--- config.mk ---
export PLATFORM = sky130hd
export DESIGN_NAME = eeprom_ctrl_top
export DESIGN_NICKNAME = d
export VERILOG_FILES = /design/src/rtl/eeprom_pkg.sv /design/src/rtl/eeprom_ifs.sv /design/src/rtl/eeprom_cmd_fifo.sv /design/src/rtl/eeprom_ctrl_top.sv /design/src/rtl/eeprom_seq.sv /design/src/rtl/i2c_bit_engine.sv
export VERILOG_INCLUDE_DIRS = /design/src /design/src/include
export SDC_FILE = /design/constraint.sdc
export NUM_CORES = 1
export LEC_CHECK = 0
export ABC_AREA = 0
export BUFFER_PORTS_ARGS = -buffer_cell sky130_fd_sc_hd__buf_2
export CORE_MARGIN = 3
export CORE_UTILIZATION = 35
export DETAILED_ROUTE_END_ITERATION = 16
export GPL_TIMING_DRIVEN = 0
export SYNTH_ARGS = -nofsm -noshare
export SYNTH_HDL_FRONTEND = slang
export SYNTH_SLANG_ARGS = --single-unit
--- constraint.sdc ---
create_clock -name CLK -period 4.6 [get_ports CLK]
set_clock_uncertainty 0.15 [all_clocks]
set_input_delay 0.92 -clock CLK [delete_from_list [all_inputs] [get_ports CLK]]
set_output_delay 0.92 -clock CLK [all_outputs]
set_load 0.01 [all_outputs]
--- src/include/eeprom_params.svh ---
`ifndef EEPROM_PARAMS_SVH
`define EEPROM_PARAMS_SVH

// byte address and data of a 2 Kbyte part
`define EE_ADDR_W   11
`define EE_DATA_W   8

`define EE_DEV_CODE 4'b1010     // serial EEPROM type code

`define CMD_DEPTH   4           // power of two
`define SCL_HALF    2           // CLK cycles per SCL half period

`endif

--- src/rtl/eeprom_pkg.sv ---
`default_nettype none

`include "eeprom_params.svh"

package eeprom_pkg;

    typedef enum logic [1:0] {
        OP_START = 2'd0,
        OP_STOP  = 2'd1,
        OP_WRITE = 2'd2,
        OP_READ  = 2'd3
    } byte_op_e;

    // one byte on the wire, control byte view or plain
    typedef union packed {
        struct packed {
            logic [3:0]                       dev;
            logic [`EE_ADDR_W-`EE_DATA_W-1:0] page;    // addr[10:8]
            logic                             rw;      // 1 = read
        } ctrl;
        logic [`EE_DATA_W-1:0] raw;
    } ser_byte_u;

endpackage

`default_nettype wire

--- src/rtl/eeprom_ifs.sv ---
`default_nettype none

`include "eeprom_params.svh"

// head of the command queue
interface cmd_if;
    logic                  not_empty;
    logic                  pop;
    logic                  rw;        // 1 = read
    logic [`EE_ADDR_W-1:0] addr;
    logic [`EE_DATA_W-1:0] wdata;

    modport queue (output not_empty, rw, addr, wdata, input pop);
    modport seq   (input not_empty, rw, addr, wdata, output pop);
endinterface

// one bus operation per go
interface byte_if
    import eeprom_pkg::*;
();
    byte_op_e              op;
    ser_byte_u             tx;
    logic                  go;
    logic                  done;
    logic [`EE_DATA_W-1:0] rx;

    modport seq    (output op, tx, go, input done, rx);
    modport engine (input op, tx, go, output done, rx);
endinterface

`default_nettype wire

--- src/rtl/eeprom_cmd_fifo.sv ---
`default_nettype none

`include "eeprom_params.svh"

module eeprom_cmd_fifo (
    input  logic                  CLK,
    input  logic                  RESET,
    input  logic                  wr,
    input  logic                  rd,
    input  logic [`EE_ADDR_W-1:0] addr,
    input  logic [`EE_DATA_W-1:0] wdata,
    output logic                  busy,
    cmd_if.queue                  cmd
);
    localparam int PTR_W = $clog2(`CMD_DEPTH);

    logic                  rw_mem   [`CMD_DEPTH];
    logic [`EE_ADDR_W-1:0] addr_mem [`CMD_DEPTH];
    logic [`EE_DATA_W-1:0] data_mem [`CMD_DEPTH];
    logic [PTR_W-1:0]      wr_ptr;
    logic [PTR_W-1:0]      rd_ptr;
    logic [PTR_W:0]        count;
    logic [PTR_W:0]        count_nxt;
    logic                  push;

    assign push      = (wr | rd) & ~busy;    // strobes while full are lost
    assign count_nxt = count + (PTR_W+1)'(push) - (PTR_W+1)'(cmd.pop);

    always_ff @(posedge CLK)
    begin
        if (RESET)
        begin
            wr_ptr <= '0;
            rd_ptr <= '0;
            count  <= '0;
            busy   <= 1'b0;
        end
        else
        begin
            if (push)
                wr_ptr <= wr_ptr + 1'b1;
            if (cmd.pop)
                rd_ptr <= rd_ptr + 1'b1;
            count <= count_nxt;
            busy  <= (count_nxt == (PTR_W+1)'(`CMD_DEPTH));
        end
    end

    always_ff @(posedge CLK)
    begin
        if (push)
        begin
            rw_mem[wr_ptr]   <= rd & ~wr;    // write wins
            addr_mem[wr_ptr] <= addr;
            data_mem[wr_ptr] <= wdata;
        end
    end

    assign cmd.not_empty = (count != '0);
    assign cmd.rw        = rw_mem[rd_ptr];
    assign cmd.addr      = addr_mem[rd_ptr];
    assign cmd.wdata     = data_mem[rd_ptr];

    a_no_pop_empty: assert property (@(posedge CLK) disable iff (RESET)
        cmd.pop |-> cmd.not_empty);

endmodule

`default_nettype wire

--- src/rtl/eeprom_ctrl_top.sv ---
`default_nettype none

`include "eeprom_params.svh"

module eeprom_ctrl_top (
    input  logic                  CLK,
    input  logic                  RESET,
    input  logic                  wr,
    input  logic                  rd,
    input  logic [`EE_ADDR_W-1:0] addr,
    input  logic [`EE_DATA_W-1:0] wdata,
    output logic                  busy,
    output logic                  ack,
    output logic [`EE_DATA_W-1:0] rd_data,
    output logic                  scl,
    output logic                  sda_low,    // open-drain pull
    input  logic                  sda_in
);
    cmd_if  u_cmd ();
    byte_if u_bop ();

    eeprom_cmd_fifo u_fifo (
        .CLK   (CLK),
        .RESET (RESET),
        .wr    (wr),
        .rd    (rd),
        .addr  (addr),
        .wdata (wdata),
        .busy  (busy),
        .cmd   (u_cmd)
    );

    eeprom_seq u_seq (
        .CLK     (CLK),
        .RESET   (RESET),
        .cmd     (u_cmd),
        .bop     (u_bop),
        .ack     (ack),
        .rd_data (rd_data)
    );

    i2c_bit_engine u_engine (
        .CLK     (CLK),
        .RESET   (RESET),
        .bop     (u_bop),
        .scl     (scl),
        .sda_low (sda_low),
        .sda_in  (sda_in)
    );

endmodule

`default_nettype wire

--- src/rtl/eeprom_seq.sv ---
`default_nettype none

`include "eeprom_params.svh"

module eeprom_seq
    import eeprom_pkg::*;
(
    input  logic                  CLK,
    input  logic                  RESET,
    cmd_if.seq                    cmd,
    byte_if.seq                   bop,
    output logic                  ack,
    output logic [`EE_DATA_W-1:0] rd_data
);
    localparam logic [3:0] S_IDLE    = 4'd0;
    localparam logic [3:0] S_START   = 4'd1;
    localparam logic [3:0] S_CTRL_WR = 4'd2;
    localparam logic [3:0] S_ADDR    = 4'd3;
    localparam logic [3:0] S_DATA_WR = 4'd4;
    localparam logic [3:0] S_RESTART = 4'd5;
    localparam logic [3:0] S_CTRL_RD = 4'd6;
    localparam logic [3:0] S_DATA_RD = 4'd7;
    localparam logic [3:0] S_STOP    = 4'd8;
    localparam logic [3:0] S_DONE    = 4'd9;

    logic [3:0]            state;
    logic                  pending;    // go sent, waiting for done
    logic                  in_op;
    logic                  cmd_rw;
    logic [`EE_ADDR_W-1:0] cmd_addr;
    logic [`EE_DATA_W-1:0] cmd_wdata;
    logic [`EE_DATA_W-1:0] rx_q;

    assign cmd.pop = (state == S_IDLE) && cmd.not_empty;
    assign in_op   = (state != S_IDLE) && (state != S_DONE);
    assign bop.go  = in_op && !pending;

    always_comb
    begin
        bop.op     = OP_WRITE;
        bop.tx.raw = '0;
        case (state)
            S_START, S_RESTART:
                bop.op = OP_START;
            S_CTRL_WR, S_CTRL_RD:
            begin
                bop.tx.ctrl.dev  = `EE_DEV_CODE;
                bop.tx.ctrl.page = cmd_addr[`EE_ADDR_W-1:`EE_DATA_W];
                bop.tx.ctrl.rw   = (state == S_CTRL_RD);
            end
            S_ADDR:
                bop.tx.raw = cmd_addr[`EE_DATA_W-1:0];
            S_DATA_WR:
                bop.tx.raw = cmd_wdata;
            S_DATA_RD:
                bop.op = OP_READ;
            S_STOP:
                bop.op = OP_STOP;
            default:
                bop.op = OP_WRITE;
        endcase
    end

    always_ff @(posedge CLK)
    begin
        if (RESET)
        begin
            state   <= S_IDLE;
            pending <= 1'b0;
            ack     <= 1'b0;
            rd_data <= '0;
        end
        else
        begin
            ack <= 1'b0;
            if (bop.go)
                pending <= 1'b1;
            else if (bop.done)
                pending <= 1'b0;

            case (state)
                S_IDLE:
                    if (cmd.not_empty)
                        state <= S_START;
                S_START:
                    if (bop.done)
                        state <= S_CTRL_WR;
                S_CTRL_WR:
                    if (bop.done)
                        state <= S_ADDR;
                S_ADDR:
                    if (bop.done)
                        state <= cmd_rw ? S_RESTART : S_DATA_WR;
                S_DATA_WR:
                    if (bop.done)
                        state <= S_STOP;
                S_RESTART:
                    if (bop.done)
                        state <= S_CTRL_RD;
                S_CTRL_RD:
                    if (bop.done)
                        state <= S_DATA_RD;
                S_DATA_RD:
                    if (bop.done)
                        state <= S_STOP;
                S_STOP:
                    if (bop.done)
                    begin
                        ack <= 1'b1;
                        if (cmd_rw)
                            rd_data <= rx_q;
                        state <= S_DONE;
                    end
                S_DONE:
                    state <= S_IDLE;
                default:
                    state <= S_IDLE;
            endcase
        end
    end

    // command held for the whole frame
    always_ff @(posedge CLK)
    begin
        if (cmd.pop)
        begin
            cmd_rw    <= cmd.rw;
            cmd_addr  <= cmd.addr;
            cmd_wdata <= cmd.wdata;
        end
        if ((state == S_DATA_RD) && bop.done)
            rx_q <= bop.rx;
    end

    // done only ever answers an outstanding go
    a_go_done_pair: assert property (@(posedge CLK) disable iff (RESET)
        bop.done |-> pending);

endmodule

`default_nettype wire

--- src/rtl/i2c_bit_engine.sv ---
`default_nettype none

`include "eeprom_params.svh"

module i2c_bit_engine
    import eeprom_pkg::*;
(
    input  logic   CLK,
    input  logic   RESET,
    byte_if.engine bop,
    output logic   scl,
    output logic   sda_low,
    input  logic   sda_in
);
    localparam int              HC_W     = (`SCL_HALF > 1) ? $clog2(`SCL_HALF) : 1;
    localparam logic [HC_W-1:0] HC_LAST  = HC_W'(`SCL_HALF - 1);
    localparam logic [3:0]      ACK_SLOT = 4'd8;

    logic                  active;
    byte_op_e              op_q;
    logic                  high_ph;    // SCL high half of the slot
    logic [HC_W-1:0]       hcnt;
    logic [3:0]            bcnt;       // slot within the operation
    logic [`EE_DATA_W-1:0] sh;
    logic                  is_cond;
    logic                  last_slot;

    assign is_cond   = (op_q == OP_START) || (op_q == OP_STOP);
    assign last_slot = is_cond ? (bcnt == 4'd0) : (bcnt == ACK_SLOT);
    assign bop.rx    = sh;

    always_ff @(posedge CLK)
    begin
        if (RESET)
        begin
            active   <= 1'b0;
            op_q     <= OP_START;
            high_ph  <= 1'b0;
            hcnt     <= '0;
            bcnt     <= '0;
            scl      <= 1'b1;
            sda_low  <= 1'b0;
            bop.done <= 1'b0;
        end
        else
        begin
            bop.done <= 1'b0;
            if (!active)
            begin
                if (bop.go)
                begin
                    active  <= 1'b1;
                    op_q    <= bop.op;
                    high_ph <= 1'b0;
                    hcnt    <= '0;
                    bcnt    <= '0;
                    scl     <= 1'b0;
                end
            end
            else if (!high_ph)
            begin
                if (hcnt == '0)    // SCL already low here
                begin
                    case (op_q)
                        OP_STOP:  sda_low <= 1'b1;
                        OP_WRITE: sda_low <= (bcnt != ACK_SLOT) && !sh[`EE_DATA_W-1];
                        default:  sda_low <= 1'b0;    // released
                    endcase
                end
                if (hcnt == HC_LAST)
                begin
                    hcnt    <= '0;
                    high_ph <= 1'b1;
                    scl     <= 1'b1;
                end
                else
                    hcnt <= hcnt + 1'b1;
            end
            else
            begin
                if (hcnt == '0)
                begin
                    if (op_q == OP_START)
                        sda_low <= 1'b1;    // falling SDA under high SCL
                    else if (op_q == OP_STOP)
                        sda_low <= 1'b0;
                end
                if (hcnt == HC_LAST)
                begin
                    hcnt <= '0;
                    if (last_slot)
                    begin
                        active   <= 1'b0;
                        bop.done <= 1'b1;    // scl stays parked high
                    end
                    else
                    begin
                        bcnt    <= bcnt + 1'b1;
                        high_ph <= 1'b0;
                        scl     <= 1'b0;
                    end
                end
                else
                    hcnt <= hcnt + 1'b1;
            end
        end
    end

    // msb first out, bus sampled just after SCL rises
    always_ff @(posedge CLK)
    begin
        if (!active && bop.go)
            sh <= bop.tx.raw;
        else if (active && high_ph && (hcnt == '0) && (bcnt != ACK_SLOT))
            sh <= {sh[`EE_DATA_W-2:0], sda_in};
    end

    a_sda_stable: assert property (@(posedge CLK) disable iff (RESET)
        (scl && $past(scl) && !(active && is_cond)) |-> $stable(sda_low));

endmodule

`default_nettype wire

==> impl_results.md, run 1 <==
* Status: completed
* Clk slew on worst S/H paths at 0.06 ns
* Inst Count DP at 623
* RSZ-0062 raised after global routing: no
* Vias in the first global route at ~3200
* Setup TNS at 0 ns
* Slew Limit Fails at 0
* Tcrit/Tclk final at 69.3%
* Grt ovf at 0
* Syn nets at between 400 and 500
* VDD IR-drop max at 0.000282 V
* Cells after synthesis at about 370
* Fillers at 1473
* P per Cell Area at 556 nW/um^2
* FMAX at 0.314 GHz
* Die X-Extent at between 100 and 150 um
* Initial Util at approximately 36%
* WS Path Type: reg2reg
* WL/cell at around 16 um
* Initial antenna violation count at 0
* Clk network pwr share at approximately a third
* GRT Resource Usage Total at roughly 12%
* Row Count at between 40 and 50
* H-Tree Depth at 4
* Reg-to-Reg Start: u_seq.state[3]$_SDFFE_PP0P_
* Diodes inserted at 0
* GPL Wtd Cong at between 0.7 and 0.8
* Synth Flop Type: edfxtp_1
* Largest net degree at the start of global routing at 23
* Crit Path Max Fanout at 22
* Layout cells sized above 1 at between 20 and 25%
* Clock Sinks at 150
* Max-cap violations at 0
* Die Y-Extent at about 140 um
* Slew HR at a little over a fifth
* Hold depth at 0
* Cells along the critical path: buf_2 -> nor2_1 -> and3b_1 -> ha_1 -> inv_1 -> ha_1 -> fa_1 -> nor4_1
* Hold Buf Count CTS at 0
* Minimum clock period after layout at between 3 and 4 ns
* Count leader, synth: edfxtp_1
* Met3 wire len at about 500 um
* Worst-margin pin slew at between 1 and 1.5 ns
* Yosys reg bits at 150
* Setup-failing EPs final at 0
* Final instance count without filler cells at 655
* Residual DRC at 0
* Clock Latency Late Sink at about 0.42 ns
* Sw Share at between 20% and 30%
* Root Driver: clkbuf_16
* Worst R2R Setup Slack at ~1.4 ns
* Remaining antenna violation count at 0
* Hold Path Class: reg2reg
* RR Endpoint: u_fifo.busy$_SDFF_PP0_
* Critical path's top delay family: simple AND/OR/NAND/NOR gates
* HP Start: u_engine.bop.rx[7]$_DFFE_PP_
* Worst endpoint required time at roughly 4.8 ns
* Crit. End Element: register
* Synth top area cells: edfxtp_1 58%, dfxtp_1 11%, mux4_2 7.6%, ha_1 2.3%, mux2i_1 1.5%
* CTS Buf Count at 17
* Comb power frac at ~18%
* Area grow syn2layout at 16.9%
* Slowest-stage cell, CP: and3b_1
* 1st-pass router iterations at 4
* Post-synthesis sequential area ratio at a little over two thirds
* Power Total at about 3900 uW
* Post-synth top area cell: edfxtp_1
* Boundary pin count at 36
* Cts repair resizes at 0
* IO buf count at 35
* Synth top area share at between 50% and 60%
* Sequential Power Share at around 49%
* P_sw at about 1100 uW
* Worst path bufs/invs at 2
* Length of routed met2 wiring at around 5300 um
* CP startpoint kind: register
* Post-synth ARST share at 0%
* Final net count at around 460
* Post-synth EDFFs at roughly 120
* P_int at ~2800 uW
* Avg Cell Area, Syn at ~16 sq um
* Crit-path max cell delay at 0.90 ns
* Worst path most repeated cell: ha_1
* DP Worst Slack at 1.41 ns
* DR iter-0 viols at between 200 and 250
* Postcts setup bufs at 0
* DP HPWL at ~7000 um
* First-pass GRT wire length at about 17000 um
* Critical Path Source: u_seq.state[3]$_SDFFE_PP0P_
* Total core area at about 17000 sq um
* Vias at ~3200
* Hold Fails Final Rpt at 0
* Worst Reg-to-Reg Cells at 8
* Top routing layer used: met4
* Seq. cell area at between 4000 and 5000 sq um
* Max Buffers Root-to-Sink at 2
* Worst EP arrival at 3.36 ns
* Total routed wirelength at 10700 um
* Total of warnings raised by yosys at 0
* Multi-input logic area at 1640 sq um
* Die area at between 15000 and 20000 sq um
* TritonCTS clock tree: done
* Met1 WL at around 4700 um
* Leak at approximately 0.0025 uW
* Synthesized area at around 6000 sq um
* Post-route worst setup slack at roughly 1.4 ns
* Yosys cell types at between 50 and 60
* Vias per cell at around 5
* Synth cell count leaders: 116 x edfxtp_1, 34 x dfxtp_1, 23 x nor2_1, 20 x mux4_2, 17 x nand2_1
* Worst-case hold path end point: u_seq.rx_q[7]$_DFFE_PP_
## power groups by stage
stage	sequential [uW]	clock, uW	combinational, uW
6_report	1890	1300	686
2_1_floorplan	1870	0	526
3_3_place_gp	1910	0	685
3_5_place_dp	1920	0	700
5_1_grt	1910	1400	765
4_1_cts	1890	1320	705
## worst reg2reg max path, delay by kind of cell (launching register included)
family	cells	cell delay (ns)
adder cells (fa/ha/maj)	3	0.97
buffers and inverters	2	0.27
flip-flops	1	0.35
AND/OR/NAND/NOR	3	1.38
## how the worst max path moves through the flow
| stage | endpoint | slack, ns | depth (start not counted) |
|---|---|---|---|
| 5_1_grt | u_fifo.busy$_SDFF_PP0_ | 1.17 | 8 |
| 4_1_cts | u_fifo.busy$_SDFF_PP0_ | 1.37 | 8 |
| 2_1_floorplan | u_fifo.busy$_SDFF_PP0_ | 1.88 | 8 |
| 6_report | u_fifo.busy$_SDFF_PP0_ | 1.41 | 8 |
| 3_5_place_dp | u_fifo.busy$_SDFF_PP0_ | 1.41 | 8 |
| 3_3_place_gp | u_fifo.busy$_SDFF_PP0_ | 1.42 | 8 |
## stage by stage
stage | instance area, sq um | util [%] | hold slack (ns)
floorplan | 5960 | - | 0.276
global placement | 6410 | 38.5 | 0.289
detailed placement | 6410 | 38.5 | 0.294
CTS | 6970 | 41.9 | 0.306
global route | 6970 | 41.9 | 0.323
finish | 6970 | 41.9 | 0.304
## area by class of cell
class                      instances  share of cell area, %
clock buffer                      17                   6.10
tap                              220                   3.95
multi-input combinational        184                   23.6
clock inverter                    15                   1.92
buffer                            18                   1.36
timing repair buffer              35                   2.51
inverter                          16                  0.861
sequential                       150                   59.7
## routing by layer
layer | GRT usage [%] | up-vias
li1 | - | 1517
met1 | 15.4 | 1605
met2 | 19.9 | 78
met3 | 4.08 | 6
met4 | 3.81 | 0
met5 | 0 | -
## cell usage in the layout (no fill, tap or decap), types with 2 or more instances in the layout
| cell type | Yosys | final |
|---|---|---|
| a211oi_2 | 2 | 2 |
| a21o_1 | 2 | 2 |
| a21oi_1 | 10 | 10 |
| a22o_1 | 3 | 3 |
| a22oi_1 | 4 | 4 |
| a31oi_1 | 2 | 2 |
| a32o_1 | 3 | 3 |
| a32oi_1 | 2 | 2 |
| and2_1 | 4 | 4 |
| and3_1 | 3 | 3 |
| buf_2 | 7 | 42 |
| buf_4 | 3 | 3 |
| clkbuf_1 | 7 | 7 |
| clkbuf_16 | 0 | 17 |
| clkinv_4 | 0 | 3 |
| dfxtp_1 | 34 | 34 |
| edfxtp_1 | 116 | 116 |
| ha_1 | 11 | 11 |
| inv_1 | 15 | 15 |
| inv_6 | 0 | 4 |
| inv_8 | 0 | 5 |
| mux2i_1 | 9 | 9 |
| mux4_2 | 20 | 20 |
| nand2_1 | 17 | 17 |
| nand2b_1 | 5 | 5 |
| nand3_1 | 4 | 4 |
| nor2_1 | 23 | 23 |
| nor2b_1 | 7 | 7 |
| nor3_1 | 5 | 5 |
| nor3b_1 | 3 | 3 |
| o211ai_1 | 2 | 2 |
| o21ai_0 | 6 | 6 |
| o31ai_2 | 2 | 2 |
| xnor2_1 | 9 | 9 |
## cells by family after synthesis
kind of cell | count (synthesis) | share of synthesized area [%]
DFF | 150 | 69.8
xor gates and xnor gates | 10 | 1.47
muxes | 29 | 9.07
buffers and inverters | 34 | 2.60
adders and majority gates | 12 | 2.64
and+or+nand+nor | 84 | 7.79
AOI/OAI and AO/OA | 49 | 6.59
## state kept, by name (all words and copies together) (netlist names), 8 cells and up
signal	count
u_fifo.data_mem	32
u_seq.rx_q	8
u_seq.rd_data	8
u_engine.bop.rx	8
u_seq.cmd_wdata	8
u_seq.cmd_addr	11
u_fifo.addr_mem	44
No activity file was read; power rests on OpenSTA's default activity.
==> inputs of run 2 (changes only) <==
==> constraint.sdc (replaced) <==
create_clock -name CLK -period 3.1 [get_ports CLK]
set_clock_uncertainty 0.15 [all_clocks]
set_input_delay 0.62 -clock CLK [delete_from_list [all_inputs] [get_ports CLK]]
set_output_delay 0.62 -clock CLK [all_outputs]
set_load 0.01 [all_outputs]
==> run 2 against run 1 <==
Effect of this change: via count is the same; cell count stayed put; hold slack got worse by 0.044 ns; flip-flop and latch count did not move; largest cell class unchanged; critical endpoint unchanged; critical path depth unchanged; combinational power rose by 49%; global-route usage barely moved.
==> impl_results.md, run 2 (synthesis gave the netlist of run 1 again) <==
* Status: completed (unchanged)
* Vias at 3206 (unchanged)
* Worst path bufs/invs at 2 (unchanged)
* RSZ-0062 raised after global routing: no (unchanged)
* Worst endpoint required time at 3.27 ns (was 4.77 ns)
* First-pass GRT wire length at 16900 um (about the same)
* Final net count at 458 (unchanged)
* Row Count at 47 (unchanged)
* Hold Fails Final Rpt at 0 (unchanged)
* Final instance count without filler cells at 655 (unchanged)
* Fillers at 1472 (was 1473)
* Finished Cell Area at 6970 sq um (about the same)
* Setup TNS at 0 ns (unchanged)
* HP Start: addr[5] (was u_engine.bop.rx[7]$_DFFE_PP_)
* Crit-path max cell delay at 0.59 ns (was 0.90 ns)
* H-Tree Depth at 4 (unchanged)
* Die area at 18600 sq um (unchanged)
* Initial antenna violation count at 0 (unchanged)
* Hold WS at 0.260 ns (was 0.304 ns)
* Clk slew on worst S/H paths at 0.06 ns (about the same)
* Slew HR at 23.5% (was 21.6%)
* Remaining antenna violation count at 0 (unchanged)
* Slew Limit Fails at 0 (unchanged)
* Residual DRC at 0 (unchanged)
* Die X-Extent at 137 um (unchanged)
* Critical path's top delay family: simple AND/OR/NAND/NOR gates (unchanged)
* VDD IR-drop max at 0.000419 V (was 0.000282 V)
* Area grow syn2layout at 17.0% (was 16.9%)
* WS Path Type: reg2reg (unchanged)
* Grt ovf at 0 (unchanged)
* Vias in the first global route at 3170 (was 3168)
* Reg-to-Reg Start: u_seq.state[3]$_SDFFE_PP0P_ (unchanged)
* Crit Path Max Fanout at 22 (unchanged)
* Hold Path Class: in2reg (was reg2reg)
* Root Driver: clkbuf_16 (unchanged)
* FMAX at 0.353 GHz (was 0.314 GHz)
* P per Cell Area at 824 nW/um^2 (was 556 nW/um^2)
* Max Buffers Root-to-Sink at 2 (unchanged)
* Largest net degree at the start of global routing at 23 (unchanged)
* Worst EP arrival at 3.01 ns (was 3.36 ns)
* Total core area at 16600 sq um (unchanged)
* Biggest register: u_fifo.addr_mem (unchanged)
* CP startpoint kind: register (unchanged)
* Minimum clock period after layout at 2.83 ns (was 3.19 ns)
* Boundary pin count at 36 (unchanged)
* Die Y-Extent at 137 um (unchanged)
* Layout cells sized above 1 at 25.1% (was 24.8%)
* Crit. End Element: register (unchanged)
* Diodes inserted at 0 (unchanged)
* Tcrit/Tclk final at 91.4% (was 69.3%)
* Critical Path Source: u_seq.state[3]$_SDFFE_PP0P_ (unchanged)
* Post-Place Cell Area at 6410 sq um (unchanged)
* GRT Resource Usage Total at 12.2% (about the same)
* DP HPWL at 6970 um (unchanged)
* CTS Buf Count at 17 (unchanged)
* Max reg flops at 44 (unchanged)
* Leak at 0.00247 uW (about the same)
* WL/cell at 16.2 um (was 16.3 um)
* Initial Util at 35.8% (unchanged)
* Worst-margin pin slew at 1.15 ns (was 1.18 ns)
* GPL Wtd Cong at 0.745 (unchanged)
* Hold Buf Count CTS at 0 (unchanged)
* Clock Sinks at 150 (unchanged)
* 1st-pass router iterations at 4 (unchanged)
* Worst path most repeated cell: ha_1 (unchanged)
* Clock Latency Late Sink at 0.42 ns (about the same)
* Max-cap violations at 0 (unchanged)
* Slowest-stage cell, CP: and3b_2 (was and3b_1)
* TritonCTS clock tree: done (unchanged)
* Commonest non-fill, non-tap cell in the layout: edfxtp_1 (unchanged)
* Total routed wirelength at 10600 um (was 10700 um)
* IO buf count at 35 (unchanged)
* Vias per cell at 4.89 (unchanged)
* Largest regs: u_fifo.addr_mem (44), u_fifo.data_mem (32), u_seq.cmd_addr (11) (unchanged)
* DR iter-0 viols at 207 (was 224)
* Most frequent cells in the layout: 116 x edfxtp_1, 42 x buf_2, 34 x dfxtp_1, 23 x nor2_1, 20 x mux4_2 (unchanged)
* Inst Count DP at 623 (unchanged)
* Setup-failing EPs final at 0 (unchanged)
* Cells along the critical path: buf_2 -> nor2_1 -> and3b_2 -> ha_1 -> inv_1 -> ha_1 -> fa_1 -> nor4_1 (was buf_2 -> nor2_1 -> and3b_1 -> ha_1 -> inv_1 -> ha_1 -> fa_1 -> nor4_1)
## run 2: stage by stage
stage	utilization [%]	setup slack, ns	total power (uW)
final	41.9	0.268	5740
after global routing	41.9	0.0693	6040
after CTS	41.9	0.257	5810
after detailed placement	38.5	-0.0910	3880
after global placement	38.5	-0.0785	3850
after floorplan	-	0.381	3560
## run 2: final timing paths
kind | cells past startpoint | slack, ns | endpoint
hold / removal | 1 | 0.26 | u_fifo.addr_mem[3][5]$_DFFE_PP_
hold reg to reg | 0 | 0.31 | u_seq.rx_q[1]$_DFFE_PP_
setup / recovery | 8 | 0.27 | u_fifo.busy$_SDFF_PP0_
setup reg to reg | 8 | 0.27 | u_fifo.busy$_SDFF_PP0_
## run 2: cell type report
class	instances	area (sq um)	area share (%)
plain buffers	18	95.1	1.36
flip-flops and latches	150	4160	59.7
repair buffers	35	175	2.51
clock inverters	15	134	1.92
multi-input cells	184	1640	23.6
well taps	220	275	3.95
inverters	16	60.1	0.861
clock buffers	17	425	6.10
## run 2: power breakdown
part           internal [uW]  switching (uW)  total, uW  leakage [uW]
sequential              2650             149       2800       0.00136
combinational            441             577       1020      0.000839
clock                   1060             870       1930      0.000276
## run 2: per-layer routing
metal  track usage (%)  wire, um  up-vias
met4              3.81       126        0
met2              19.9      5340       75
met5                 0         0        -
li1                  -         -     1518
met3              4.08       461        9
met1              15.4      4710     1604
## run 2: timing repair
| action | 4_1_cts | 5_1_grt |
|---|---|---|
| setup endpoints to repair | 3 | 0 |
| setup buffers | 0 | 0 |
| resized for setup | 1 | 0 |
